<file path="src/source/soc_bus_pkg.sv">
package soc_bus_pkg;

    typedef logic [31:0] addr_t;
    typedef logic [31:0] data_t;
    typedef logic [3:0]  be_t;

    // Address bits 31..28
    typedef logic [3:0]  region_t;

    // Register offset inside a peripheral
    typedef logic [7:0]  reg_off_t;

    typedef struct packed {
        addr_t addr;
        data_t wdata;
        be_t   be;
        logic  rd;
        logic  wr;
    } bus_req_t;

    localparam region_t REGION_RAM    = 4'h0;
    localparam region_t REGION_GPIO   = 4'h1;
    localparam region_t REGION_TICKER = 4'h2;

    // Enabled lanes take the new byte, the rest keep the old one
    function automatic data_t be_merge(data_t old_word, data_t new_word, be_t be);
        data_t merged;
        for (int i = 0; i < 4; i++) begin
            merged[8*i +: 8] = be[i] ? new_word[8*i +: 8] : old_word[8*i +: 8];
        end
        return merged;
    endfunction

endpackage

</file>
<file path="src/source/bytes_conv.sv">
`timescale 1ns/1ps

module bytes_conv import soc_bus_pkg::*; #(
    parameter int RAM_WORDS = 1024
) (
    input  logic                         clk_bus,
    input  logic                         reset_i,
    input  bus_req_t                     req_i,
    output data_t                        rdata_o,
    output logic                         stall_o,
    output logic [$clog2(RAM_WORDS)-1:0] mem_addr_o,
    output logic                         mem_we_o,
    output data_t                        mem_wdata_o,
    input  data_t                        mem_rdata_i
);

    localparam int IDX_W = $clog2(RAM_WORDS);

    typedef enum logic [1:0] {
        CONV_IDLE,
        CONV_READ,
        CONV_MERGE
    } conv_state_t;

    conv_state_t state;
    conv_state_t state_next;
    data_t       held_word;
    logic        full_write;
    logic        partial_write;

    // Zero byte enables also take the merge path, writing the old word back
    assign full_write    = req_i.wr & (req_i.be == 4'hf);
    assign partial_write = req_i.wr & (req_i.be != 4'hf);

    assign mem_addr_o = req_i.addr[IDX_W+1:2];

    always_comb begin
        state_next  = state;
        stall_o     = 1'b0;
        mem_we_o    = 1'b0;
        mem_wdata_o = req_i.wdata;
        case (state)
            CONV_IDLE: begin
                if (req_i.rd || partial_write) begin
                    stall_o    = 1'b1;
                    state_next = CONV_READ;
                end else if (full_write) begin
                    mem_we_o = 1'b1;
                end
            end
            CONV_READ: begin
                // Addressed word is on mem_rdata_i now
                if (partial_write) begin
                    stall_o    = 1'b1;
                    state_next = CONV_MERGE;
                end else begin
                    state_next = CONV_IDLE;
                end
            end
            CONV_MERGE: begin
                mem_we_o    = req_i.wr;
                mem_wdata_o = be_merge(held_word, req_i.wdata, req_i.be);
                state_next  = CONV_IDLE;
            end
            default: begin
                state_next = CONV_IDLE;
            end
        endcase
    end

    always_ff @(posedge clk_bus) begin
        if (reset_i) begin
            state <= CONV_IDLE;
        end else begin
            state <= state_next;
        end
    end

    always_ff @(posedge clk_bus) begin
        if (state == CONV_READ) begin
            held_word <= mem_rdata_i;
        end
    end

    assign rdata_o = mem_rdata_i;

    // The merge relies on the request staying put across the stall
    a_req_stable: assert property (@(posedge clk_bus) disable iff (reset_i)
        stall_o |=> $stable(req_i))
        else $error("bytes_conv: request changed while stalled");

endmodule

</file>
<file path="config.mk">
export PLATFORM = sky130hd
export DESIGN_NAME = bytes_conv
export DESIGN_NICKNAME = d
export VERILOG_FILES = /design/src/source/soc_bus_pkg.sv /design/src/source/bytes_conv.sv
export SDC_FILE = /design/constraint.sdc
export NUM_CORES = 1
export LEC_CHECK = 0
export ABC_CLOCK_PERIOD_IN_PS = 2550
export BUFFER_PORTS_ARGS = -buffer_cell sky130_fd_sc_hd__buf_2
export CORE_MARGIN = 2
export CORE_UTILIZATION = 33
export CTS_BUF_LIST = sky130_fd_sc_hd__clkbuf_16
export DETAILED_ROUTE_END_ITERATION = 10
export PLACE_DENSITY_LB_ADDON = 0.3
export SLEW_MARGIN = 20
export SYNTH_ARGS = -nofsm -noshare
export SYNTH_HDL_FRONTEND = slang
export SYNTH_SLANG_ARGS = --single-unit
</file>
<file path="constraint.sdc">
create_clock -name clk_bus -period 2.55 [get_ports clk_bus]
set_input_delay 0.1275 -clock clk_bus [delete_from_list [all_inputs] [get_ports clk_bus]]
set_output_delay 0.1275 -clock clk_bus [all_outputs]
set_load 0.01 [all_outputs]
</file>
==> results.md <==
Pwr:
- The post-layout total power is between 1 and 1.5 mW.
- The share of total power dissipated in combinational logic is 15.4%.
- The cell-internal power is approximately 1.1 mW.
- The analysis attributes to cell leakage a power of 1.11 nW.
- Net switching is 22.5% of the power.
- The maximum resistive drop on vdd is roughly 0.31 mV.
- The power share of the clock group is between 30% and 40%.
- The ratio of total power to cell area is 598 nW/um^2.
- The net load switching power is 330 uW.
- Of the total power, registers draw a little under half.

CTS:
- Clock-pin slew was measured on the worst setup and hold paths at about 0.05 ns.
- Clock tree synthesis selected as its root buffer the cell clkbuf_16.
- The worst-skew pair later-pin latency is ~0.27 ns.
- For this design, the CTS-stage hold fixing added 0 buffers.
- The deepest level of the CTS H-tree is 2.
- The number of setup buffers added after CTS is 0.
- The number of buffers between clock root and the deepest sink is 2.
- Post-CTS repair changed the size of 0 cells.
- The number of clock sinks is 34.
- TritonCTS built the clock tree.
- The number of clock buffers added by TritonCTS is 5.

Timing:
- In the final timing run, aggregate negative setup slack is 0 ns.
- Setup repair after global routing left no endpoint under its margin.
- On the final layout, the worst clock skew is 0.00384 ns.
- The transition at the pin with the smallest max-transition slack is ~0.63 ns.
- The worst path needs roughly 2.1 ns of the cycle, external delays included.
- The worst hold slack is roughly 0.038 ns.
- The max-slew violation total from the final report is 0.
- Based on the critical path, the design can be clocked at up to 0.479 GHz.
- The worst pin sits at a relative slew slack of between 50 and 60%.
- Setup violations remaining at the end of the flow were counted as 0.
- The count of endpoints failing hold in the final timing report is 0.
- The post-route clock period utilization is about four fifths.

Logic synthesis:
- The post-synthesis cell type count is 19.
- The post-synthesis adder-cell area fraction is 0%.
- The net count after synthesis is approximately 230.
- The cell area after technology mapping is ~1900 um^2.
- Synthesis produced 127 cells.
- Of the post-synthesis cell area, the part taken by muxes is 19.4%.
- The share of the synthesized area in compound gates (AO/OA/AOI/OAI) is 1.21%.
- The dominant combinational cell family by area after synthesis is multiplexers.
- The XOR/XNOR share of the synthesized area is 0%.
- After synthesis the netlist holds a flip-flop and latch count of 34.
- The synthesized area per cell is roughly 15 um^2.
- The sequential area share after synthesis is 53.9%.
- Of the total synthesized cell area, the portion taken by AND, OR, NAND and NOR gates is between 7 and 8%.
- For this run, the number of Yosys warnings is 0.

Worst setup path:
- The largest single stage delay on the critical path is about 0.61 ns.
- The worst path required time is 2.42 ns.
- The startpoint of the worst register-to-register path is state[0].
- Together, buffers and inverters on the worst path number 1.
- STA classifies the critical path startpoint as a flip-flop.
- The worst setup path is captured at a primary output.
- For this design, the slowest cell found on the critical path is nor3b_2.
- The worst-path maximum fanout is 11.
- The worst setup path is of the flip-flop to primary output kind.
- The critical path goes through nor3b_2 > mux2_2 > buf_2.
- The slack of the worst reg-to-reg path is ~0.94 ns.
- The family of cells with the greatest summed delay on the critical path is simple AND/OR/NAND/NOR gates.
- The worst reg2reg path depth is 2.
- The data arrival time of the critical path is around 2.0 ns.
- The endpoint identified for the worst register-to-register timing path is held_word[20].

Min path:
- The startpoint identified for the worst hold timing path is mem_rdata_i[21].
- In this run the worst hold path is classified as primary input to flip-flop.
- The worst-case hold path end point is held_word[21].
- The count of cells along the worst hold path is 1.

Cells and area:
- Once layout is complete, the utilization of the core stands at between 40 and 50%.
- The fill cell instance count of the final layout is roughly 550.
- Leaving out fill and tap cells, the most frequent cell in the layout is buf_2.
- At the end of the flow, the number of nets in the layout was 332.
- The layout-stage area growth over the synthesis result is 32.0%.
- The final antenna diode count is 0.
- After routing the design area is about 2400 um^2.
- In the layout the commonest cells are 137 x buf_2, 32 x edfxtp_1, 31 x mux2_2.
- The post-route netlist has 78.6% of its cells at a drive strength greater than 1.

Detailed routing:
- Summed over all nets, wire length on met3 after detailed routing comes to between 300 and 400 um.
- The average detailed-routed wire length per instance is roughly 12 um.
- In this run the top signal layer used is met4.
- After detailed routing, the total wire length is around 3.7 mm.
- The count of nets left with antenna violations once routing finished came out at 0.
- The DRC violations left is 0.
- In the routed layout, each cell is associated on average with a via count of between 4 and 5.
- The total via count after detailed routing is approximately 1300.
- The number of optimization iterations in the first detailed-route pass is 4.
- The first routing iteration left 24 violations.
- The routed length on met1 is around 1.4 mm.
- In the detailed route, the total length drawn on met2 is 1.92 mm.

Run status:
- The flow ran to the end, and the final reports show no timing, DRC or antenna violations.

Placement:
- The placed instances occupy a cell area of ~2300 um^2.
- Summed over all nets, the half-perimeter wirelength after detailed placement is 2.79 mm.
- The routability congestion estimate is between 0.7 and 0.8.
- The count of input and output buffers is 137.

Global routing:
- Entering global routing, the biggest net connects 33 pins.
- The wire length of the first global-routing pass is roughly 5.4 mm.
- The overall track demand over capacity in global routing is between 10 and 15%.
- The number of global-route vias before repair is between 1000 and 1500.
- The initial antenna violation count is 0.
- The sum of overflow across all layers after global routing is 0.

Die:
- The core area is around 5500 um^2.
- The area of the die is between 6000 and 7000 um^2.
- The starting density of the core is roughly 34%.
- The I/O pin count is 180.
- From left edge to right edge, the die measures about 80 um.
- The vertical extent of the die is 79.0 um.
- In this run the core area contains 27 standard-cell rows.

Run:
- The number of maximum-capacitance constraint violations is 0.
[registers in the layout (all words and copies together) (netlist names)]
name,flops
held_word,32
state,2
[power by group through the flow]
stage	combinational, mW	clock, mW	sequential, mW
after global placement	0.229	0	0.695
after floorplan	0.164	0	0.686
after global routing	0.248	0.604	0.690
after CTS	0.232	0.577	0.686
after detailed placement	0.230	0	0.697
final	0.225	0.553	0.685
[layout make-up]
| type | instances | area [um^2] | share of cell area [%] |
|---|---|---|---|
| flip-flops and latches | 34 | 1000 | 40.9 |
| repair buffers | 138 | 693 | 28.3 |
| multi-input cells | 47 | 520 | 21.3 |
| clock buffers | 5 | 125 | 5.11 |
| well taps | 72 | 90.1 | 3.68 |
| clock inverters | 3 | 11.3 | 0.460 |
| inverters | 2 | 7.51 | 0.307 |
[synthesized netlist by cell type]
cell type / n / area [um^2]
nand2_1: 1 / 3.75
nor3b_2: 1 / 12.5
mux2_1: 1 / 11.3
and4_1: 1 / 8.76
o31ai_1: 1 / 7.51
nor3b_1: 1 / 7.51
a32o_1: 1 / 10.0
o21ai_1: 1 / 5.00
buf_4: 43 / 323
nor4_1: 1 / 6.26
nor3b_4: 3 / 56.3
inv_1: 2 / 7.51
mux2_2: 31 / 349
dfxtp_1: 2 / 40.0
buf_6: 1 / 11.3
or4b_1: 2 / 20.0
edfxtp_1: 32 / 961
or3b_2: 1 / 8.76
nor2b_1: 1 / 6.26
[per-layer routing]
layer | up-vias | global-route usage, %
li1 | 628 | -
met2 | 72 | 19.8
met5 | - | 0
met4 | 0 | 3.62
met1 | 577 | 12.2
met3 | 7 | 4.66
[stage by stage]
stage | setup WS [ns] | std cells
finish | 0.463 | 301
global route | 0.328 | 301
CTS | 0.408 | 301
detailed placement | 0.710 | 293
global placement | 0.722 | 293
floorplan | 0.152 | 127
[worst max path at each step]
stage                     startpoint              to  slack (ns)  cells past startpoint
after floorplan             state[0]    held_word[0]        0.15                      2
after global placement      state[1]  mem_wdata_o[6]        0.72                      3
after detailed placement    state[1]  mem_wdata_o[0]        0.71                      3
after CTS                   state[1]  mem_wdata_o[6]        0.41                      3
after global routing        state[1]  mem_wdata_o[7]        0.33                      3
final                       state[1]  mem_wdata_o[6]        0.46                      3
[kinds of logic after synthesis]
family                 Yosys count
buffers and inverters           46
DFF                             34
muxes                           32
and+or+nand+nor                 12
AOI/OAI and AO/OA                3
No activity file was read; power rests on OpenSTA's default activity.
