File: config.mk
export PLATFORM = sky130hd
export DESIGN_NAME = gpio_regs
export DESIGN_NICKNAME = d
export VERILOG_FILES = /design/src/source/soc_bus_pkg.sv /design/src/source/gpio_regs.sv
export SDC_FILE = /design/constraint.sdc
export NUM_CORES = 1
export LEC_CHECK = 0
export BUFFER_PORTS_ARGS = -buffer_cell sky130_fd_sc_hd__buf_2
export CAP_MARGIN = 5
export CORE_ASPECT_RATIO = 1.4
export CORE_UTILIZATION = 35
export DETAILED_ROUTE_END_ITERATION = 6
export PLACE_DENSITY_LB_ADDON = 0.1
export SYNTH_ARGS = -nofsm -noshare
export SYNTH_HDL_FRONTEND = slang
export SYNTH_SLANG_ARGS = --single-unit
File: constraint.sdc
create_clock -name clk_bus -period 1.24 [get_ports clk_bus]
set_input_delay 0.186 -clock clk_bus [delete_from_list [all_inputs] [get_ports clk_bus]]
set_output_delay 0.186 -clock clk_bus [all_outputs]
set_load 0.05 [all_outputs]
File: src/source/soc_bus_pkg.sv
package soc_bus_pkg;

    typedef logic [31:0] addr_t;
    typedef logic [31:0] data_t;
    typedef logic [3:0]  be_t;

    // Address bits 31..28
    typedef logic [3:0]  region_t;

    // Register offset inside a peripheral
    typedef logic [7:0]  reg_off_t;

    typedef struct packed {
        addr_t addr;
        data_t wdata;
        be_t   be;
        logic  rd;
        logic  wr;
    } bus_req_t;

    localparam region_t REGION_RAM    = 4'h0;
    localparam region_t REGION_GPIO   = 4'h1;
    localparam region_t REGION_TICKER = 4'h2;

    // Enabled lanes take the new byte, the rest keep the old one
    function automatic data_t be_merge(data_t old_word, data_t new_word, be_t be);
        data_t merged;
        for (int i = 0; i < 4; i++) begin
            merged[8*i +: 8] = be[i] ? new_word[8*i +: 8] : old_word[8*i +: 8];
        end
        return merged;
    endfunction

endpackage

File: src/source/gpio_regs.sv
`timescale 1ns/1ps

module gpio_regs import soc_bus_pkg::*; (
    input  logic     clk_bus,
    input  logic     reset_i,
    input  bus_req_t req_i,
    output data_t    rdata_o,
    input  data_t    gpio_in_i,
    output data_t    gpio_out_o
);

    localparam reg_off_t OFF_OUT = 8'h00;
    localparam reg_off_t OFF_IN  = 8'h04;

    reg_off_t offset;
    data_t    out_reg;
    data_t    in_meta;
    data_t    in_sync;

    assign offset = req_i.addr[7:0];

    always_ff @(posedge clk_bus) begin
        if (reset_i) begin
            out_reg <= '0;
        end else if (req_i.wr && offset == OFF_OUT) begin
            out_reg <= be_merge(out_reg, req_i.wdata, req_i.be);
        end
    end

    // Pins are asynchronous to clk_bus
    always_ff @(posedge clk_bus) begin
        if (reset_i) begin
            in_meta <= '0;
            in_sync <= '0;
        end else begin
            in_meta <= gpio_in_i;
            in_sync <= in_meta;
        end
    end

    always_ff @(posedge clk_bus) begin
        if (reset_i) begin
            rdata_o <= '0;
        end else if (req_i.rd) begin
            case (offset)
                OFF_OUT: rdata_o <= out_reg;
                OFF_IN:  rdata_o <= in_sync;
                default: rdata_o <= '0;
            endcase
        end
    end

    assign gpio_out_o = out_reg;

endmodule

==> results of run 1 <==
[Yosys cell counts, drive strengths merged]
| cell | count |
|---|---|
| nand4 | 36 |
| a21oi | 32 |
| mux2i | 32 |
| mux2 | 32 |
| nor4 | 1 |
| nor3 | 1 |
| dfxtp | 128 |
| nand2b | 96 |
| clkbuf | 34 |
| nor2b | 65 |
| buf | 1 |
[sequential cells by signal, indices dropped and copies added (netlist names)]
name and cells:
gpio_out_o 32, in_meta 32, in_sync 32, rdata_o 32
[worst paths after layout]
| kind | startpoint | endpoint | slack (ns) | cells after the start |
|---|---|---|---|---|
| setup reg to reg | gpio_out_o[28] | rdata_o[28] | 0.32 | 3 |
| setup / recovery | rdata_o[31] | rdata_o[31] | 0.04 | 1 |
| hold / removal | gpio_in_i[19] | in_meta[19] | 0.006 | 2 |
| hold reg to reg | in_meta[8] | in_sync[8] | 0.43 | 1 |
[metal layers]
metal  global-route usage  vias to the layer above  routed length [um]
met5                    0                        -                  13
met1                0.196                     1751                5030
met3               0.0496                       14                 547
met4               0.0595                        2                 158
met2                0.302                       90                6140
li1                     -                     1886                   -
[logic make-up after synthesis]
| group | Yosys count | synth area share |
|---|---|---|
| flip-flops | 128 | 0.531 |
| multiplexers | 64 | 0.141 |
| AO/OA/AOI/OAI | 32 | 0.0332 |
| AND/OR/NAND/NOR | 199 | 0.267 |
| buffers and inverters | 35 | 0.0275 |
[power by group]
part,switching (uW),internal (uW)
logic,256,346
clock network,1780,3260
registers,21.0,4210
total,2060,7820
[repair_timing]
item                       in CTS  in global routing
setup endpoints to repair      14                 27
gates resized for setup        14                 33
cloned                          0                  0
hold endpoints to repair       23                  0
hold buffers                   23                  0
[layout make-up]
cell class,count,area [um^2]
clock buffer,22,464
clock inverter,10,135
fill,1297,6480
multi-input combinational,295,2140
sequential,128,2560
tap,182,228
timing repair buffer,190,1380
[metrics by stage]
step                      hold WS, ns  total power [uW]  setup slack (ns)   util
after floorplan                 0.314              4610            -0.106      -
after global placement          0.395              4870           -0.0720  0.446
after detailed placement        0.399              4880           -0.0749  0.446
after CTS                     0.00239              9990           0.00165  0.511
after global routing           0.0124             10200          0.000472  0.516
final                         0.00578              9870            0.0370  0.516
==> results.cfg, run 1 <==
[outcome]
status = finished clean

[synthesis]
syn-instance-count = 458
synth_seq_cells = 128
yosysTopAreaCell = dfxtp_1
yosys.cell_types.count = 12
synth_top_area_share = 0.531
synth-seq-area-share = 0.531
yosys_warnings = 0
synth_area_per_cell_um2 = 10.5
syn_area_um2 = 4820
synth.area.top_cells = dfxtp_1 (53%), nand2b_1 (12%), nor2b_1 (8.4%)
syn_nets = 562

[sta]
max_freq_mhz = 831
final_hold_viol_count = 0
fin_crit_ns = 1.20
fin_setup_tns_ns = 0
drv_slew = 0
finalClockSkew_ns = 0.00478
grt_setup_unrepaired = false
worstMarginPinSlew_ns = 0.279
maxSlewHeadroom = 0.815
setup_viol = 0
fin_crit_sh = 0.970

[cells_and_area]
stdcell_area_um2 = 6910
drive_gt1_frac = 0.363
layout.cells.non_filler = 827
most-common-layout-cells = dfxtp_1 (128), buf_2 (103), nand2b_1 (96)
final_common_cell = dfxtp_1
syn2layout_area_growth_pct = 43.2
fin_nets = 736
n_antenna_cell = 0

[clock_tree]
cts.clk_slew.worst_paths_ns = 0.06
post_cts_buffers = 0
cts_htree_levels = 4
root_buffer = clkbuf_16
clock_sinks = 128
clk_latency_ns = 0.40
cts_made_buffers = 17
cts_tree = done
clk_path_buf_depth = 2

[min_path]
min_path_type = input pin to flip-flop

[setup_path]
start_kind = flip-flop
timing.critical_path.buf_inv = 1
max_stage_delay_ns = 0.33
crit_type = flip-flop to output port
path_cells = buf_2
crit_slowest_cell = dfxtp_1
crit_required_ns = 1.05
cp-end-kind = output port
critPathTopFamily = flip-flops
crit_fanout = 2
critical_path_arrival_ns = 1.02

[floorplan]
num_rows = 50
io-pin-count = 168
start_util = 0.360
die_y_um = 141
fp.coreArea_um2 = 13400
dieArea_um2 = 14300
die_x_um = 101

[global_routing]
grtUsageTotal = 0.172
globalRouteOverflowTotal = 0
grt_pass1_vias = 3701
grt_antenna_before_repair = 1
grt_max_degree = 71
grt_pass1_wl_um = 18600

[placed_design]
dpl.cell_count = 772
gp_congestion = 0.730
dp_hpwl_um = 8250
place_area_um2 = 5970
io_buffers = 143

[pwr]
p_per_area_nw_per_um2 = 1430
ir_drop_v = 0.000826
p_leak_uw = 0.00314

[routing]
wl_per_cell_um = 14.4
routed_via_density = 4.53
first_pass_iters = 4
drt-initial-drc-count = 52
remaining_drc_errors = 0
ant_nets = 0
postRouteWirelength_um = 11900
num_vias = 3743

[flow_run]
maxCapViolCount = 0
Power figures use the tool's default switching activity.
==> run 2: changes to the inputs <==
ABC_AREA = 1   (was unset)
clock period = 1.1 ns   (was 1.24 ns; I/O delays follow)
==> results.cfg, run 2 <==
[outcome]
status = finished clean

[setup_path]
crit_required_ns = 0.94
crit_path_start = gpio_out_o[11]
timing.critical_path.buf_inv = 1
max_stage_delay_ns = 0.37
critPathTopFamily = flip-flops
crit_fanout = 3
cp-end-kind = output port
critical_path_arrival_ns = 0.91
r2r_start = gpio_out_o[13]
start_kind = flip-flop
crit_slowest_cell = dfxtp_4
crit_type = flip-flop to output port
path_cells = buf_8

[synthesis]
synthAdderAreaFrac = 0
synth_ff_type = dfxtp_1
yosys.area_share.simple = 0.327
synth-seq-area-share = 0.492
yosys_warnings = 0
yosys.cell_types.count = 13
synth_area_per_cell_um2 = 6.82
syn_area_um2 = 5200
synth_top_area_share = 0.492
synth_top_family_by_area = simple AND/OR/NAND/NOR gates
async_flop_share = 0
synth_seq_cells = 128
syn-instance-count = 763
netlist_top_cells_count = inv_1 (196), nor2_1 (164), nand2_1 (131)
synth.area.top_cells = dfxtp_1 (49%), inv_1 (14%), nor2_1 (12%)
synthXorXnorAreaFrac = 0
synth_compound_area_frac = 0
yosysTopAreaCell = dfxtp_1
syn_nets = 867
yosysMostFrequentCell = inv_1
synth_mux_area_frac = 0
synth_edf_count = 0

[flow_run]
maxCapViolCount = 0

[sta]
setup_viol = 0
final_hold_viol_count = 0
worstMarginPinSlew_ns = 0.232
drv_slew = 0
fin_setup_tns_ns = 0
finalClockSkew_ns = 0.00630
max_freq_mhz = 926
maxSlewHeadroom = 0.845
layout_setup_ws_ns = 0.0204
fin_crit_ns = 1.08
grt_setup_unrepaired = true
fin_crit_sh = 0.981

[global_routing]
grt_pass1_vias = 4731
globalRouteOverflowTotal = 0
grt_pass1_wl_um = 22600
grt_antenna_before_repair = 0
grtUsageTotal = 0.188
grt_max_degree = 57

[clock_tree]
cts.clk_slew.worst_paths_ns = 0.06
cts_made_buffers = 17
clk_path_buf_depth = 2
cts_tree = done
clock_sinks = 128
root_buffer = clkbuf_16
clk_latency_ns = 0.40
cts_htree_levels = 4

[routing]
wl_per_cell_um = 11.8
first_pass_iters = 4
remaining_drc_errors = 0
num_vias = 4821
routed_via_density = 4.13
postRouteWirelength_um = 13800
drt-initial-drc-count = 124
ant_nets = 0

[pwr]
p_per_area_nw_per_um2 = 1450
finalPower_uw = 11800
pwr-share-clk = 0.491
swShare = 0.237
p_leak_uw = 0.00417
seqPwrFrac = 0.412
p_int_uw = 8980
ir_drop_v = 0.000784
pwr-share-comb = 0.097
p_sw_uw = 2790

[floorplan]
die_x_um = 105
start_util = 0.359
fp.coreArea_um2 = 14500
die_y_um = 146
io-pin-count = 168
num_rows = 52
dieArea_um2 = 15400

[placed_design]
io_buffers = 143
place_area_um2 = 6310
dp_slack_ns = -0.248
gp_congestion = 0.812
dp_hpwl_um = 9020

[cells_and_area]
final_util = 0.559
final_common_cell = inv_1
syn2layout_area_growth_pct = 55.9
stdcell_area_um2 = 8110
fin_nets = 1067
most-common-layout-cells = inv_1 (196), nor2_1 (164), nand2_1 (131)
drive_gt1_frac = 0.298

[min_path]
min_from = gpio_in_i[10]
min_path_type = input pin to flip-flop
[run 2: cell count changes after synthesis, moves of 12 or more]
| cell | change |
|---|---|
| nor2_1 | +164 |
| clkbuf_1 | -24 |
| nor2b_1 | -65 |
| buf_1 | +15 |
| nand2_1 | +131 |
| nand3_1 | +65 |
| nand2b_1 | -96 |
| inv_1 | +196 |
| mux2_2 | -32 |
| a21oi_1 | -32 |
| mux2i_1 | -32 |
| buf_2 | +12 |
[run 2: repair_timing]
item / in CTS / in global routing
resized for setup: 227 / 24
endpoints found under the hold margin: 31 / 0
hold buffers: 31 / 0
pin swaps: 0 / 1
gates cloned: 0 / 1
setup endpoints to repair: 64 / 34
buffers inserted: 19 / 4
[run 2: final cells by class]
type	count	area [um^2]
well taps	189	236
fillers	1401	6400
clock inverters	11	155
repair buffers	223	2130
clock buffers	21	460
multi-input cells	397	1700
diodes	2	5.00
inverters	196	736
flip-flops and latches	128	2690
[run 2: per-layer routing]
layer	vias to the layer above	global-route usage	wire (um)
met4	0	0.0845	161
met3	8	0.0424	698
li1	2616	-	-
met5	-	0	0
met1	2089	0.210	5770
met2	108	0.336	7190
[run 2: final timing paths]
kind                     to  cells after the start  slack [ns]
min             in_meta[10]                      3        0.02
max reg2reg     rdata_o[13]                      5        0.27
min reg2reg     in_sync[15]                      2        0.40
max          gpio_out_o[11]                      1        0.02
[run 2: kinds of logic after synthesis]
logic type / count (synthesis)
AND/OR/NAND/NOR: 397
buffers and inverters: 238
flip-flops: 128
[run 2: through the flow]
| stage | hold WS (ns) | std cells |
|---|---|---|
| 6_report | 0.0212 | 1167 |
| 5_1_grt | 0.0242 | 1165 |
| 4_1_cts | 0.00901 | 1160 |
| 3_5_place_dp | 0.371 | 1078 |
| 3_3_place_gp | 0.366 | 1078 |
| 2_1_floorplan | 0.272 | 763 |
[run 2: power groups by stage]
stage                     logic (uW)  registers (uW)  clock network, uW
after CTS                       1140            4850               5950
final                           1140            4840               5780
after global routing            1260            4860               6170
after floorplan                  420            5160                  0
after detailed placement         983            4960                  0
after global placement           984            4960                  0
