[config.mk]
export PLATFORM = sky130hd
export DESIGN_NAME = dbus_decode
export DESIGN_NICKNAME = d
export VERILOG_FILES = /design/src/source/soc_bus_pkg.sv /design/src/source/dbus_decode.sv
export SDC_FILE = /design/constraint.sdc
export NUM_CORES = 1
export LEC_CHECK = 0
export ABC_AREA = 1
export BUFFER_PORTS_ARGS = -buffer_cell sky130_fd_sc_hd__buf_2
export CORE_AREA = 5 5 156 158
export DETAILED_ROUTE_END_ITERATION = 7
export DIE_AREA = 0 0 161 163
export PLACE_DENSITY = 0.45
export SLEW_MARGIN = 20
export SYNTH_ARGS = -nofsm -noshare
export SYNTH_HDL_FRONTEND = slang
export SYNTH_SLANG_ARGS = --single-unit
export TNS_END_PERCENT = 30
[constraint.sdc]
create_clock -name clk_bus -period 1.5 [get_ports clk_bus]
set_input_delay 0.3 -clock clk_bus [delete_from_list [all_inputs] [get_ports clk_bus]]
set_output_delay 0.3 -clock clk_bus [all_outputs]
set_load 0.05 [all_outputs]
[src/source/soc_bus_pkg.sv]
package soc_bus_pkg;

    typedef logic [31:0] addr_t;
    typedef logic [31:0] data_t;
    typedef logic [3:0]  be_t;

    // Address bits 31..28
    typedef logic [3:0]  region_t;

    // Register offset inside a peripheral
    typedef logic [7:0]  reg_off_t;

    typedef struct packed {
        addr_t addr;
        data_t wdata;
        be_t   be;
        logic  rd;
        logic  wr;
    } bus_req_t;

    localparam region_t REGION_RAM    = 4'h0;
    localparam region_t REGION_GPIO   = 4'h1;
    localparam region_t REGION_TICKER = 4'h2;

    // Enabled lanes take the new byte, the rest keep the old one
    function automatic data_t be_merge(data_t old_word, data_t new_word, be_t be);
        data_t merged;
        for (int i = 0; i < 4; i++) begin
            merged[8*i +: 8] = be[i] ? new_word[8*i +: 8] : old_word[8*i +: 8];
        end
        return merged;
    endfunction

endpackage

[src/source/dbus_decode.sv]
`timescale 1ns/1ps

module dbus_decode import soc_bus_pkg::*; (
    input  logic     clk_bus,
    input  logic     reset_i,
    input  bus_req_t master_req_i,
    output data_t    master_rdata_o,
    output logic     master_stall_o,
    output bus_req_t ram_req_o,
    input  data_t    ram_rdata_i,
    input  logic     ram_stall_i,
    output bus_req_t gpio_req_o,
    input  data_t    gpio_rdata_i,
    output bus_req_t ticker_req_o,
    input  data_t    ticker_rdata_i
);

    region_t  region;
    logic     sel_ram;
    logic     sel_gpio;
    logic     sel_ticker;
    logic     reg_read;
    logic     reg_stall;
    logic     reg_pending;
    bus_req_t reg_req;

    assign region     = master_req_i.addr[31:28];
    assign sel_ram    = (region == REGION_RAM);
    assign sel_gpio   = (region == REGION_GPIO);
    assign sel_ticker = (region == REGION_TICKER);

    // Register targets only see the low address byte
    always_comb begin
        reg_req      = master_req_i;
        reg_req.addr = {24'b0, master_req_i.addr[7:0]};
    end

    always_comb begin
        ram_req_o       = master_req_i;
        ram_req_o.rd    = master_req_i.rd & sel_ram;
        ram_req_o.wr    = master_req_i.wr & sel_ram;
        gpio_req_o      = reg_req;
        gpio_req_o.rd   = master_req_i.rd & sel_gpio;
        gpio_req_o.wr   = master_req_i.wr & sel_gpio;
        ticker_req_o    = reg_req;
        ticker_req_o.rd = master_req_i.rd & sel_ticker;
        ticker_req_o.wr = master_req_i.wr & sel_ticker;
    end

    // Register read data comes one cycle after the strobe
    assign reg_read  = master_req_i.rd & (sel_gpio | sel_ticker);
    assign reg_stall = reg_read & ~reg_pending;

    always_ff @(posedge clk_bus) begin
        if (reset_i) begin
            reg_pending <= 1'b0;
        end else begin
            reg_pending <= reg_stall;
        end
    end

    assign master_stall_o = ram_stall_i | reg_stall;

    // Unmapped regions read as zero
    always_comb begin
        case (region)
            REGION_RAM:    master_rdata_o = ram_rdata_i;
            REGION_GPIO:   master_rdata_o = gpio_rdata_i;
            REGION_TICKER: master_rdata_o = ticker_rdata_i;
            default:       master_rdata_o = '0;
        endcase
    end

    // Master side of the protocol
    a_one_strobe: assert property (@(posedge clk_bus) disable iff (reset_i)
        !(master_req_i.rd && master_req_i.wr))
        else $error("dbus_decode: read and write strobes high together");

endmodule

==> metrics.txt, run 1 <==
synthesis-stage register bit count=1; Cell Area, Synth=2400 um2; largest net degree at the start of global routing=34; Multi-input gate area=1270 um2; largest cells by area after synthesis=buf_4 65%, nand3_1 27%, buf_2 1.7%, nor2_4 1.4%, nor2_1 1.2%; post-synthesis compound-gate area fraction=0%; post-route setup slack=-73.1 ps; 1st-iter DRT viols=59; CTS Hold Bufs=0; final instance area=3460 um2; run status=finished, violations left; vias in the first global route=2,399; die height=163 um; Setup CP Type=in -> out; final net count=552; fraction of final layout cells sized beyond drive strength 1=67.5%; Worst Path Arrival=1270 ps; die width=161 um; Max Clock Skew=0 ps; Commonest cells post-synth=208 x buf_4, 128 x nand3_1, 8 x buf_2, 8 x nor2_1, 6 x nand2_1; mux cell area share after synthesis=0%; I/O Pins=412; placed standard-cell area=2310 um2; count leader, synth=buf_4; maximum vdd drop=0.182 mV; Detail Route Antenna Nets=0; Filler cells=2,653; FF+latch area=20.0 um2; Pwr per Cell Area=353 nW/um2; grt total ovfl=0; Hold Path Class=in -> reg; Final Hold Viols=0; fmax=0.636 GHz; first-pass iteration count of the detailed router=4; unrepaired setup endpoints after global routing=true; ys flop type=dfxtp_1; Area growth syn-to-layout=44.0%; Worst EP required=1200 ps; row cnt=56; CP endpoint kind=output port; area leader, netlist=buf_4; gp weighted congestion=0.688; failing checks=negative setup slack; port buffer count=147; Slew Limit Fails=0; DR vias=2,335; first-pass GRT wire length=15,700 um; Synth top area share=65.0%; final setup vio count=38; DPL Wire Length=7860 um; Post-Synth XOR/XNOR Area=0%; Pleak=1.67 nW; main combinational cell family by area after synthesis=buffers and inverters; Tmin final=1570 ps; Async SR Flop Fraction=0%; Post-Syn Instances=376; hold path cells=2; WHS=458 ps; worst skew pair latency=0 ps; Worst setup SP type=input pin; Via density=3.47; Die Area=26,200 um2; Initial Util=10.5%; sequential-to-total area share from yosys stat=0.833%; post-synthesis cell type count=13; Overall Global Routing Usage=7.99%; Synth Area in Adders=0%; crit share post-route=105%; Synth Area per Inst=6.39 um2; Worst-path clk slew=0 ps; post-placement cell count=648; max-cap viol count=0; initial antenna violation count=4; r2r worst-path depth=3; DR WL/cell=18.6 um; Simple-Gate Fraction of Synth Area=30.5%; # DRC=0; Ys Warns=0; Non-Filler Instances=672; Post-synth EDFFs=0; top flop regs=reg_pending: 1 flops; CP Max Fanout=8; final wirelength=12,500 um; reg-to-reg slack, setup=920 ps; register with the most flip-flops=reg_pending; Largest register FFs=1; core box area=23,000 um2
## worst max-delay path, cell delays in order
cell and delay [ps]:
buf_8 100, nor2_4 110, buf_12 130, buf_12 140
buf_16 150, nand3_1 100, nand3_2 80, buf_8 140
## metrics by stage
step / utilization, % / TNS, ps / power (mW) / setup WS [ps]
6_report: 15.1 / -1760 / 1.22 / -73.1
5_1_grt: 15.1 / -3480 / 1.28 / -122
4_1_cts: 13.9 / -2550 / 1.17 / -98.5
3_5_place_dp: 10.0 / -6270 / 0.886 / -253
3_3_place_gp: 10.0 / -6060 / 0.885 / -269
2_1_floorplan: - / -1460 / 1.80 / -196
## final timing paths
kind                         start                end
setup / recovery  master_req_i[68]  master_rdata_o[2]
hold / removal             reset_i        reg_pending
setup reg to reg       reg_pending        reg_pending
hold reg to reg        reg_pending        reg_pending
## layout by cell type (no fill, tap or decap), drive strengths merged
| master | count |
|---|---|
| dfxtp | 1 |
| nand2 | 6 |
| buf | 178 |
| clkbuf | 3 |
| diode | 1 |
| nor2 | 12 |
| inv | 5 |
| conb | 48 |
| nand3 | 128 |
## cell type report
class	count	area share, %
diodes	1	0.0723
inverters	5	0.542
multi-input cells	194	36.6
flip-flops and latches	1	0.578
well taps	290	10.5
repair buffers	181	51.7
## repair_timing
action | CTS | global route
gates cloned | 9 | 3
endpoints found under the setup margin | 39 | 39
buffers inserted | 12 | 0
pin swaps | 21 | 14
gates resized for setup | 143 | 50
## kinds of logic after synthesis
logic type	after synthesis
buf+inv	228
flops	1
other cells	1
simple gates	146
## per-layer routing
layer | share of wire [%] | wire (um) | global-route usage, %
met1 | 34 | 4250 | 8.15
met2 | 49 | 6090 | 14.0
met3 | 10 | 1310 | 2.96
met4 | 6.7 | 834 | 4.85
met5 | 0.27 | 34 | 0
## where the power goes
part,switching (mW),internal (mW),leakage (nW)
sequential,0.000134,0.0277,0.00809
combinational,0.766,0.430,1.66
clock,0,0.00000178,0.00000634
Power figures use the tool's default switching activity.
==> inputs of run 2 (changes only) <==
--- a/config.mk
+++ b/config.mk
@@ -10,7 +10,7 @@
 export CORE_AREA = 5 5 156 158
 export DETAILED_ROUTE_END_ITERATION = 7
 export DIE_AREA = 0 0 161 163
-export PLACE_DENSITY = 0.45
+export PLACE_DENSITY = 0.46
 export SLEW_MARGIN = 20
 export SYNTH_ARGS = -nofsm -noshare
 export SYNTH_HDL_FRONTEND = slang
==> metrics.txt, run 2 (synthesis results as in run 1) <==
switching pwr=0.768 mW; Top Layer Used=met4; die height=163 um; Worst EP required=1200 ps; gp weighted congestion=0.671; Initial Util=10.5%; first-pass GRT wire length=14,600 um; Pwr per Cell Area=351 nW/um2; Seq pwr share=2.3%; Hold Path Class=in -> reg; met1 wire length=4260 um; grt total ovfl=0; largest net degree at the start of global routing=20; Worst setup SP type=input pin; Critical R2R Launch=reg_pending; vias in the first global route=2,340; n_diodes=0; post-route core utilization=15.2%; CP endpoint kind=output port; Final Hold Viols=0; final instance area=3500 um2; Levels on crit path=8; DPL Wire Length=8010 um; Filler cells=2,642; total negative slack=-1870 ps; Worst-path clk slew=0 ps; CP max stage delay=190 ps; fraction of final layout cells sized beyond drive strength 1=67.6%; r2r worst-path depth=4; Pleak=1.69 nW; worst skew pair latency=0 ps; total power=1.23 mW; Largest register FFs=1; DR vias=2,305; failing checks=negative setup slack; most common cell after layout, fill and taps aside=buf_2; max-cap viol count=0; crit share post-route=106%; maximum vdd drop=0.147 mV; Slew Limit Fails=0; hold path cells=2; Hold Startpoint=reset_i; Int Pwr=0.460 mW; row cnt=56; final setup vio count=36; initial antenna violation count=0; run status=finished, violations left; final wirelength=12,400 um; Max Clock Skew=0 ps; post-route setup slack=-96.8 ps; combinational share of power=97.7%; register with the most flip-flops=reg_pending; met2 wire length=6200 um; core box area=23,000 um2; top flop regs=reg_pending: 1 flops; worst-path cell chain=buf_6 -> nor2_4 -> buf_6 -> buf_12 -> clkbuf_16 -> nand3_2 -> nand3_2 -> buf_8; Detail Route Antenna Nets=0; DR WL/cell=18.5 um; Setup CP Type=in -> out; port buffer count=147; Worst Path Arrival=1300 ps; post-placement cell count=650; unrepaired setup endpoints after global routing=true; Area growth syn-to-layout=45.5%; placed standard-cell area=2360 um2; Die Area=26,200 um2; # DRC=0; CP top delay family=buffers and inverters; die width=161 um; switching share of power=62.5%; CP Max Fanout=8; Tmin final=1600 ps; crit path from=master_req_i[69]; Clock power frac=0%; CTS Hold Bufs=0; Worst Path Buf+Inv=5; fmax=0.626 GHz; first-pass iteration count of the detailed router=4; Via density=3.42; I/O Pins=412; 1st-iter DRT viols=60; most frequent cells in the layout=104 x buf_2, 67 x nand3_1, 57 x nand3_2; Non-Filler Instances=673; slowest library cell on the worst path=clkbuf_16; Overall Global Routing Usage=7.30%; final net count=554; wire length on met3=1350 um
## run 2: cell types whose count changed in the layout (fill, tap and decap cells not counted), sizes merged
cell    before  now
clkbuf       3    5
diode        1    0
## run 2: metrics by stage
step / hold WS, ps / setup slack [ps]
6_report: 469 / -96.8
5_1_grt: 496 / -136
4_1_cts: 475 / -82.5
3_5_place_dp: 475 / -206
3_3_place_gp: 472 / -203
2_1_floorplan: 372 / -196
## run 2: what timing repair did
| action | CTS | global route |
|---|---|---|
| gates resized for setup | 114 | 82 |
| setup buffers | 7 | 4 |
| hold endpoints to repair | 0 | 0 |
| pin swaps | 4 | 24 |
| gates cloned | 6 | 6 |
| endpoints found under the setup margin | 39 | 38 |
## run 2: worst reg2reg max path: stages (launching register included)
cell,delay [ps]
dfxtp_1,280
nor2_1,90
nand2_1,70
buf_4,130
nor2_1,70
## run 2: path summary, 6_finish.rpt
| kind | slack, ps | endpoint |
|---|---|---|
| worst max-delay path | -100 | master_rdata_o[27] |
| worst min register to register | 590 | reg_pending |
| worst max register to register | 780 | reg_pending |
| worst min-delay path | 470 | reg_pending |
## run 2: per-layer routing
metal | vias to the layer above | track usage (%)
met5 | - | 0
met2 | 190 | 13.6
met3 | 67 | 2.73
li1 | 998 | -
met4 | 0 | 3.88
met1 | 1050 | 6.96
## run 2: power by group through the flow
stage / Clock (mW) / Sequential [mW] / Combinational [mW]
after floorplan: 0 / 0.0277 / 1.77
after global placement: 0 / 0.0278 / 0.875
after detailed placement: 0 / 0.0278 / 0.878
after CTS: 0 / 0.0278 / 1.07
after global routing: 0 / 0.0279 / 1.26
final: 0 / 0.0278 / 1.20
## run 2: final cells by class
cell class | instances | area (um2) | area share, %
Sequential cell | 1 | 20.0 | 0.572
Tap cell | 290 | 363 | 10.4
Inverter | 5 | 18.8 | 0.536
Timing Repair Buffer | 183 | 1800 | 51.5
Multi-Input combinational cell | 194 | 1300 | 37.1
