--- src/source/soc_bus_pkg.sv ---
package soc_bus_pkg;

    typedef logic [31:0] addr_t;
    typedef logic [31:0] data_t;
    typedef logic [3:0]  be_t;

    // Address bits 31..28
    typedef logic [3:0]  region_t;

    // Register offset inside a peripheral
    typedef logic [7:0]  reg_off_t;

    typedef struct packed {
        addr_t addr;
        data_t wdata;
        be_t   be;
        logic  rd;
        logic  wr;
    } bus_req_t;

    localparam region_t REGION_RAM    = 4'h0;
    localparam region_t REGION_GPIO   = 4'h1;
    localparam region_t REGION_TICKER = 4'h2;

    // Enabled lanes take the new byte, the rest keep the old one
    function automatic data_t be_merge(data_t old_word, data_t new_word, be_t be);
        data_t merged;
        for (int i = 0; i < 4; i++) begin
            merged[8*i +: 8] = be[i] ? new_word[8*i +: 8] : old_word[8*i +: 8];
        end
        return merged;
    endfunction

endpackage

--- src/source/ticker_regs.sv ---
`timescale 1ns/1ps

module ticker_regs import soc_bus_pkg::*; (
    input  logic     clk_bus,
    input  logic     reset_i,
    input  bus_req_t req_i,
    output data_t    rdata_o,
    output logic     enable_o,
    output data_t    compare_o,
    output logic     clear_o,
    input  logic     match_i,
    input  data_t    count_i,
    output logic     irq_o
);

    localparam reg_off_t OFF_CTRL    = 8'h00;
    localparam reg_off_t OFF_COMPARE = 8'h04;
    localparam reg_off_t OFF_COUNT   = 8'h08;
    localparam reg_off_t OFF_STATUS  = 8'h0c;

    reg_off_t   offset;
    logic [1:0] ctrl;
    data_t      compare;
    logic       match_flag;
    logic       status_clr;

    assign offset     = req_i.addr[7:0];
    assign status_clr = req_i.wr && offset == OFF_STATUS && req_i.be[0] && req_i.wdata[0];

    // ctrl[0] counts, ctrl[1] lets the match through to irq_o
    always_ff @(posedge clk_bus) begin
        if (reset_i) begin
            ctrl    <= '0;
            compare <= '0;
        end else if (req_i.wr) begin
            if (offset == OFF_CTRL && req_i.be[0]) begin
                ctrl <= req_i.wdata[1:0];
            end
            if (offset == OFF_COMPARE) begin
                compare <= be_merge(compare, req_i.wdata, req_i.be);
            end
        end
    end

    // A match in the same cycle as a clear is kept
    always_ff @(posedge clk_bus) begin
        if (reset_i) begin
            match_flag <= 1'b0;
            irq_o      <= 1'b0;
        end else begin
            if (match_i) begin
                match_flag <= 1'b1;
            end else if (status_clr) begin
                match_flag <= 1'b0;
            end
            irq_o <= match_flag & ctrl[1];
        end
    end

    always_ff @(posedge clk_bus) begin
        if (reset_i) begin
            rdata_o <= '0;
        end else if (req_i.rd) begin
            case (offset)
                OFF_CTRL:    rdata_o <= {30'b0, ctrl};
                OFF_COMPARE: rdata_o <= compare;
                OFF_COUNT:   rdata_o <= count_i;
                OFF_STATUS:  rdata_o <= {31'b0, match_flag};
                default:     rdata_o <= '0;
            endcase
        end
    end

    assign enable_o  = ctrl[0];
    assign compare_o = compare;
    assign clear_o   = req_i.wr && offset == OFF_COUNT && (|req_i.be);

endmodule

--- config.mk ---
export PLATFORM = sky130hd
export DESIGN_NAME = ticker_regs
export DESIGN_NICKNAME = d
export VERILOG_FILES = /design/src/source/soc_bus_pkg.sv /design/src/source/ticker_regs.sv
export SDC_FILE = /design/constraint.sdc
export NUM_CORES = 1
export LEC_CHECK = 0
export BUFFER_PORTS_ARGS = -buffer_cell sky130_fd_sc_hd__buf_2
export CAP_MARGIN = 20
export CORE_ASPECT_RATIO = 1.4
export CORE_MARGIN = 8
export CORE_UTILIZATION = 43
export CTS_CLUSTER_DIAMETER = 60
export DETAILED_ROUTE_END_ITERATION = 10
export GPL_ROUTABILITY_DRIVEN = 0
export PLACE_DENSITY = 0.77
export SYNTH_ARGS = -nofsm -noshare
export SYNTH_HDL_FRONTEND = slang
export SYNTH_SLANG_ARGS = --single-unit
--- constraint.sdc ---
create_clock -name clk_bus -period 3.2 [get_ports clk_bus]
set_clock_uncertainty 0.05 [all_clocks]
set_input_delay 0.64 -clock clk_bus [delete_from_list [all_inputs] [get_ports clk_bus]]
set_output_delay 0.64 -clock clk_bus [all_outputs]
set_load 0.005 [all_outputs]
==> run summary, run 1 <==
Synth Warn #: 0
GRT Util Overall: 19.2%
min Tclk post-route: 2480 ps
sequential element share of the synthesized area: 42.3%
design area: 4170 um^2
1st-iter DRT viols: 162
layout cells sized above 1: 38.2%
leak pwr: 1.71 nW
IO Count: 172
Post-Synthesis Cells: 330
Die Wd: 89.1 um
max incr delay on CP: 300 ps
vias per inst: 5.59
worst setup margin: 722 ps
Syn Nets: 435
Hold Slack: 424 ps
Final Hold Viols: 0
CTS H-tree lvls: 3
status: finished clean
vias: 3147
Crit path top cell by count: buf_2
# diodes: 0
arrival time at the worst endpoint: 1790 ps
CTS tree: done
Data required, critical path: 2510 ps
DP Wirelength: 7240 um
Crit Reg-Reg Startpoint: match_flag
CTS resizes: 0
Final Max Slew Viols: 0
largest net degree at the start of global routing: 94
final WL: 10200 um
multi-input logic area: 1730 um^2
Critical Path Fanout Max: 10
# hold bufs at CTS: 0
CP cell instances: buf_2, nor4_4, buf_4, nand2_1, nor4bb_1, buf_2
Avg Inst Size Synth: 9.76 um^2
hold path startpoint: rdata_o[0]
Worst setup EP type: output pin
CP delay by family, top: simple AND/OR/NAND/NOR gates
Area growth syn-to-layout: 29.6%
unrepaired setup endpoints after global routing: false
Comb pwr share: 10.2%
grt ovf: 0
vias in the first global route: 3204
Die ar.: 10600 um^2
r2r setup slk: 2000 ps
CP Launch Type: input port
clk slew on worst S/H paths: 70 ps
cells on worst reg2reg path: 3
Max Fclk: 404 MHz
# DRC: 0
mapped cell area: 3220 um^2
Yosys reg bits: 68
slew at the pin closest to its max-slew limit: 780 ps
peak supply drop: 0.000231 V
Util after Layout: 57.0%
Hold Crit Class: reg -> reg
Sequential Power Share: 51.4%
CP Class: in -> out
CP max-delay cell: nor4bb_1
worst skew pair latency: 340 ps
remaining antenna violation count: 0
CTS Sinks: 68
Site Rows: 37
Placeable Area: 7310 um^2
final setup fails: 0
Sum Neg Setup Slack: 0 ps
fill count: 685
Placement Setup Slack: 756 ps
initial antenna violation count: 0
Clock Power Share: 38.4%
final period utilization: 77.4%
Pre-antenna DRT Iters: 4
placed cell areas: 4000 um^2
Setup Buffers After CTS: 0
# port buffers: 147
cts bufs inserted: 9
Die Ht: 118 um
clk root buf: clkbuf_8
Final nets: 567
Max Cap Viol: 0
clock buffer depth: 2
WHS Path Cells: 2
Rel. slew slack: 48.0%
Worst R2R End: rdata_o[0]
Synth cell types: 28
first-pass GRT wire length: 15900 um
Register Area: 1360 um^2
Pint: 0.00124 W
WP buf/inv: 3
power per cell area: 396 nW/um^2
Starting Density: 44.0%
sw frac: 24.6%
routed len/inst: 18.1 um
Min-Delay Endpoint: rdata_o[0]
P_sw: 0.000406 W
-- cells in the final DEF, fill, tap and decap left out, types with 2 or more instances in the layout --
cell type / Yosys / final
buf_4: 0 / 7
clkbuf_1: 31 / 2
buf_2: 0 / 147
a21oi_1: 9 / 9
clkbuf_8: 0 / 11
dfxtp_1: 68 / 68
nand2b_1: 85 / 85
nor3_4: 3 / 3
a22oi_1: 30 / 30
nand4b_1: 5 / 5
nor2_1: 4 / 4
or2_2: 2 / 2
o31ai_1: 8 / 8
nand2_1: 2 / 2
nor2b_2: 0 / 2
mux2i_1: 27 / 27
nand4_1: 9 / 9
clkinv_2: 0 / 2
nor4_1: 2 / 2
o32ai_1: 31 / 31
-- worst max-delay path by stage --
stage	startpoint	cells after the start	to	slack [ps]
after CTS	req_i[43]	6	clear_o	750
after floorplan	req_i[43]	3	clear_o	910
after detailed placement	req_i[43]	6	clear_o	760
after global placement	req_i[43]	6	clear_o	780
after global routing	req_i[43]	6	clear_o	620
final	req_i[43]	6	clear_o	720
-- power groups by stage --
stage | registers [W] | clock network, W | logic [W]
after floorplan | 0.000868 | 0 | 0.0000903
after global placement | 0.000868 | 0 | 0.000165
after detailed placement | 0.000868 | 0 | 0.000168
after CTS | 0.000848 | 0.000649 | 0.000168
after global routing | 0.000848 | 0.000675 | 0.000184
final | 0.000849 | 0.000633 | 0.000169
-- layout make-up --
cell class	count	area share (%)
Sequential cell	68	32.6
Tap cell	97	2.91
Inverter	1	0.0900
Clock inverter	2	0.240
Timing Repair Buffer	154	18.9
Clock buffer	13	3.81
Multi-Input combinational cell	228	41.4
-- cell usage after synthesis, drive strengths merged --
master   number  area share, %
nor4          3            1.0
nand2b       85             17
a22oi        30            7.0
o32ai        31            8.4
nor3          4            1.7
a2bb2oi       1           0.27
nand4         9            1.7
mux2i        27            8.4
mux4          1           0.70
nor2b         2           0.39
nor4bb        1           0.31
or4           2           0.58
dfxtp        68             42
nand4b        5            1.4
and4b         1           0.31
or4b          1           0.43
inv           1           0.12
nand2         2           0.23
or2           2           0.39
a21oi         9            1.4
buf           2           0.47
o31ai         8            1.9
clkbuf       31            3.6
nor2          4           0.47
-- metal layers --
layer | GRT usage [%] | vias up | share of wire [%]
li1 | - | 1491 | -
met1 | 21.1 | 1493 | 37
met2 | 33.3 | 144 | 52
met3 | 4.37 | 19 | 8.0
met4 | 8.99 | 0 | 2.5
met5 | 0 | - | 0
-- worst min-delay path, cell delays in order (launching register included) --
cell      delay [ps]
dfxtp_1          310
nand2b_1          60
a21oi_1           50
-- cell families after synthesis --
group	share of synthesized area, %
and+or+nand+nor	25.5
AOI/OAI and AO/OA	19.0
DFF	42.3
buffers and inverters	4.20
muxes	9.09
-- registers in the layout, indices dropped and copies added (netlist names) --
| register | cells |
|---|---|
| irq_o | 1 |
| compare_o | 32 |
| ctrl | 2 |
| rdata_o | 32 |
| match_flag | 1 |
-- through the flow --
| step | power [W] | std cells |
|---|---|---|
| 6_report | 0.00165 | 563 |
| 5_1_grt | 0.00171 | 563 |
| 4_1_cts | 0.00167 | 563 |
| 3_5_place_dp | 0.00104 | 548 |
| 3_3_place_gp | 0.00103 | 548 |
| 2_1_floorplan | 0.000958 | 330 |
Note: power is estimated with default switching activity, not from simulation.
==> run 2, diff against run 1 <==
CORE_UTILIZATION = 41   (was 43)
clock period = 2.2 ns   (was 3.2 ns; I/O delays follow)
==> run summary, run 2 (synthesis results as in run 1) <==
IO Count: 172
# hold bufs at CTS: 0
Die Ht: 121 um
Worst setup EP type: output pin
CTS Sinks: 68
power per cell area: 566 nW/um^2
Hold Crit Class: in -> reg
Pre-antenna DRT Iters: 4
worst skew pair latency: 340 ps
fill count: 732
Final nets: 575
status: finished clean
Starting Density: 41.8%
first-pass GRT wire length: 16700 um
Sum Neg Setup Slack: 0 ps
arrival time at the worst endpoint: 1460 ps
routed len/inst: 18.4 um
final setup fails: 0
Site Rows: 38
unrepaired setup endpoints after global routing: false
worst setup margin: 246 ps
peak supply drop: 0.000332 V
cts bufs inserted: 9
1st-iter DRT viols: 179
Area growth syn-to-layout: 33.0%
most common cell after layout, fill and taps aside: buf_2
clk slew on worst S/H paths: 70 ps
Max Fclk: 512 MHz
clock buffer depth: 2
DP Wirelength: 7570 um
vias: 3215
placed cell areas: 4100 um^2
CP cell instances: buf_2, nor4_4, nand2_1, nor4bb_1, buf_2
most frequent cells in the layout: 147 x buf_2, 85 x nand2b_1, 68 x dfxtp_1
Placeable Area: 7700 um^2
# port buffers: 147
CP max-delay cell: nor4bb_1
max incr delay on CP: 320 ps
CP Launch Type: input port
Placement Setup Slack: 192 ps
slew at the pin closest to its max-slew limit: 389 ps
WP buf/inv: 2
vias per inst: 5.60
grt ovf: 0
Die ar.: 11000 um^2
final WL: 10500 um
Critical Path Fanout Max: 3
layout cells sized above 1: 39.5%
Rel. slew slack: 74.0%
min Tclk post-route: 1950 ps
Die Wd: 90.9 um
clk root buf: clkbuf_8
largest net degree at the start of global routing: 48
total power: 0.00242 W
initial antenna violation count: 1
Crit path top cell by count: buf_2
Final Max Slew Viols: 0
CP Class: in -> out
vias in the first global route: 3356
final period utilization: 88.8%
Max Cap Viol: 0
design area: 4280 um^2
Final Hold Viols: 0
CTS H-tree lvls: 3
CTS tree: done
# DRC: 0
Data required, critical path: 1710 ps
leak pwr: 1.77 nW
remaining antenna violation count: 0
Setup Buffers After CTS: 0
GRT Util Overall: 18.7%
CTS resizes: 0
Hold Slack: 300 ps
CP delay by family, top: simple AND/OR/NAND/NOR gates
[run 2: metrics by stage]
stage                     std cells  util [%]
final                           574      55.6
after global routing            574      55.6
after CTS                       573      55.6
after detailed placement        559      53.3
after global placement          559      53.3
after floorplan                 330         -
[run 2: cell type report]
type | instances | area (um^2) | area share [%]
repair buffers | 162 | 886 | 20.7
inverters | 1 | 3.75 | 0.0877
well taps | 100 | 125 | 2.92
clock buffers | 12 | 165 | 3.86
flip-flops and latches | 68 | 1360 | 31.8
diodes | 1 | 2.50 | 0.0584
clock inverters | 2 | 10.0 | 0.234
multi-input cells | 228 | 1730 | 40.4
[run 2: worst paths after layout]
path / startpoint / end / slack [ps] / cells after the start
worst max-delay path: req_i[43] / clear_o / 250 / 5
worst min-delay path: req_i[35] / compare_o[29] / 300 / 3
worst max register to register: match_flag / rdata_o[0] / 1010 / 3
worst min register to register: match_flag / irq_o / 420 / 2
[run 2: power breakdown]
part	switching, W	internal, W	leakage (nW)
Combinational	0.000134	0.000119	1.13
Clock	0.000451	0.000485	0.0941
Sequential	0.00000183	0.00123	0.548
Total	0.000587	0.00184	1.77
[run 2: worst reg2reg max path, cell delays in order, from the launching register on]
cell and delay (ps):
dfxtp_1 340, mux4_2 480, nand4_1 140, a21oi_1 80
[run 2: metal layers]
metal  wire length [um]  vias to the layer above  part of all wire, %  GRT usage [%]
li1                   -                     1505                    -              -
met1               4060                     1534                   39           19.7
met2               5460                      148                   52           33.2
met3                662                       28                  6.3           4.53
met4                355                        0                  3.4           11.5
met5                  0                        -                    0              0
==> run 3, diff against run 2 <==
--- a/config.mk
+++ b/config.mk
@@ -10,5 +10,5 @@
 export CORE_ASPECT_RATIO = 1.4
 export CORE_MARGIN = 8
-export CORE_UTILIZATION = 41
+export CORE_UTILIZATION = 43
 export CTS_CLUSTER_DIAMETER = 60
 export DETAILED_ROUTE_END_ITERATION = 10
==> constraint.sdc (replaced) <==
create_clock -name clk_bus -period 2.3 [get_ports clk_bus]
set_clock_uncertainty 0.05 [all_clocks]
set_input_delay 0.46 -clock clk_bus [delete_from_list [all_inputs] [get_ports clk_bus]]
set_output_delay 0.46 -clock clk_bus [all_outputs]
set_load 0.1 [all_outputs]
==> run summary, run 3 (synthesis results as in run 1) <==
clk slew on worst S/H paths: 70 ps
largest net degree at the start of global routing: 51
Setup Buffers After CTS: 0
leak pwr: 1.79 nW
clk root buf: clkbuf_8
Worst setup EP type: output pin
cts bufs inserted: 9
# hold bufs at CTS: 0
clock buffer depth: 2
power per cell area: 610 nW/um^2
Placeable Area: 7310 um^2
final period utilization: 90.2%
GRT Util Overall: 20.2%
Critical Path Fanout Max: 3
# port buffers: 147
CTS resizes: 0
CP Launch Type: input port
DP Wirelength: 7670 um
Final nets: 574
fill count: 702
Rel. slew slack: 66.0%
CTS tree: done
Hold Crit Class: in -> reg
Final Hold Viols: 0
routed len/inst: 18.2 um
arrival time at the worst endpoint: 1560 ps
CTS Sinks: 68
Util after Layout: 59.3%
Max Fclk: 482 MHz
Final Max Slew Viols: 0
Die Ht: 118 um
peak supply drop: 0.000304 V
status: finished clean
Data required, critical path: 1790 ps
initial antenna violation count: 1
grt ovf: 0
Starting Density: 44.0%
Site Rows: 37
slew at the pin closest to its max-slew limit: 513 ps
CTS H-tree lvls: 3
vias: 3180
final setup fails: 0
vias in the first global route: 3295
1st-iter DRT viols: 192
most frequent cells in the layout: 146 x buf_2, 85 x nand2b_1, 68 x dfxtp_1
first-pass GRT wire length: 16700 um
Area growth syn-to-layout: 34.8%
placed cell areas: 4090 um^2
most common cell after layout, fill and taps aside: buf_2
Post-Layout Cell Count: 572
min Tclk post-route: 2070 ps
Die ar.: 10600 um^2
remaining antenna violation count: 0
placed insts: 555
layout cells sized above 1: 39.9%
design area: 4340 um^2
IO Count: 172
Max Cap Viol: 0
final WL: 10400 um
vias per inst: 5.56
worst skew pair latency: 350 ps
Die Wd: 89.1 um
Pre-antenna DRT Iters: 4
Sum Neg Setup Slack: 0 ps
# DRC: 0
unrepaired setup endpoints after global routing: false
CP Class: in -> out
[run 3: critical path, cell delays in order]
cell and delay [ps]:
buf_2 120, nor4_4 300, nand2_2 120, nor4bb_4 340
buf_12 220
[run 3: metrics by stage]
stage	setup WS, ps	power [W]	hold WS [ps]
2_1_floorplan	-417	0.00134	369
3_5_place_dp	234	0.00145	406
5_1_grt	176	0.00275	308
6_report	225	0.00265	311
3_3_place_gp	232	0.00145	387
4_1_cts	225	0.00267	297
[run 3: final timing paths]
| kind | from | endpoint | slack [ps] | cells after the start |
|---|---|---|---|---|
| worst max-delay path | req_i[44] | clear_o | 230 | 5 |
| worst min-delay path | req_i[11] | compare_o[5] | 310 | 3 |
| worst max register to register | match_flag | rdata_o[0] | 1130 | 3 |
| worst min register to register | match_flag | irq_o | 420 | 2 |
[run 3: final cells by class]
cell class	instances	area [um^2]	share of cell area [%]
multi-input combinational	228	1750	40.2
sequential	68	1360	31.4
timing repair buffer	161	856	19.7
clock buffer	12	155	3.57
tap	97	121	2.80
clock inverter	4	95.1	2.19
inverter	1	3.75	0.0865
antenna	1	2.50	0.0577
[run 3: routing by layer]
| metal | part of all wire, % | GRT usage (%) |
|---|---|---|
| met1 | 36 | 22.0 |
| met2 | 53 | 34.3 |
| met3 | 6.3 | 3.68 |
| met4 | 4.3 | 13.4 |
| met5 | 0 | 0 |
[run 3: report_power, final]
part	internal, W	switching (W)	leakage (nW)	total [W]
Combinational	0.000115	0.000134	1.12	0.000249
Sequential	0.00118	0.00000157	0.548	0.00118
Clock	0.000778	0.000440	0.127	0.00122
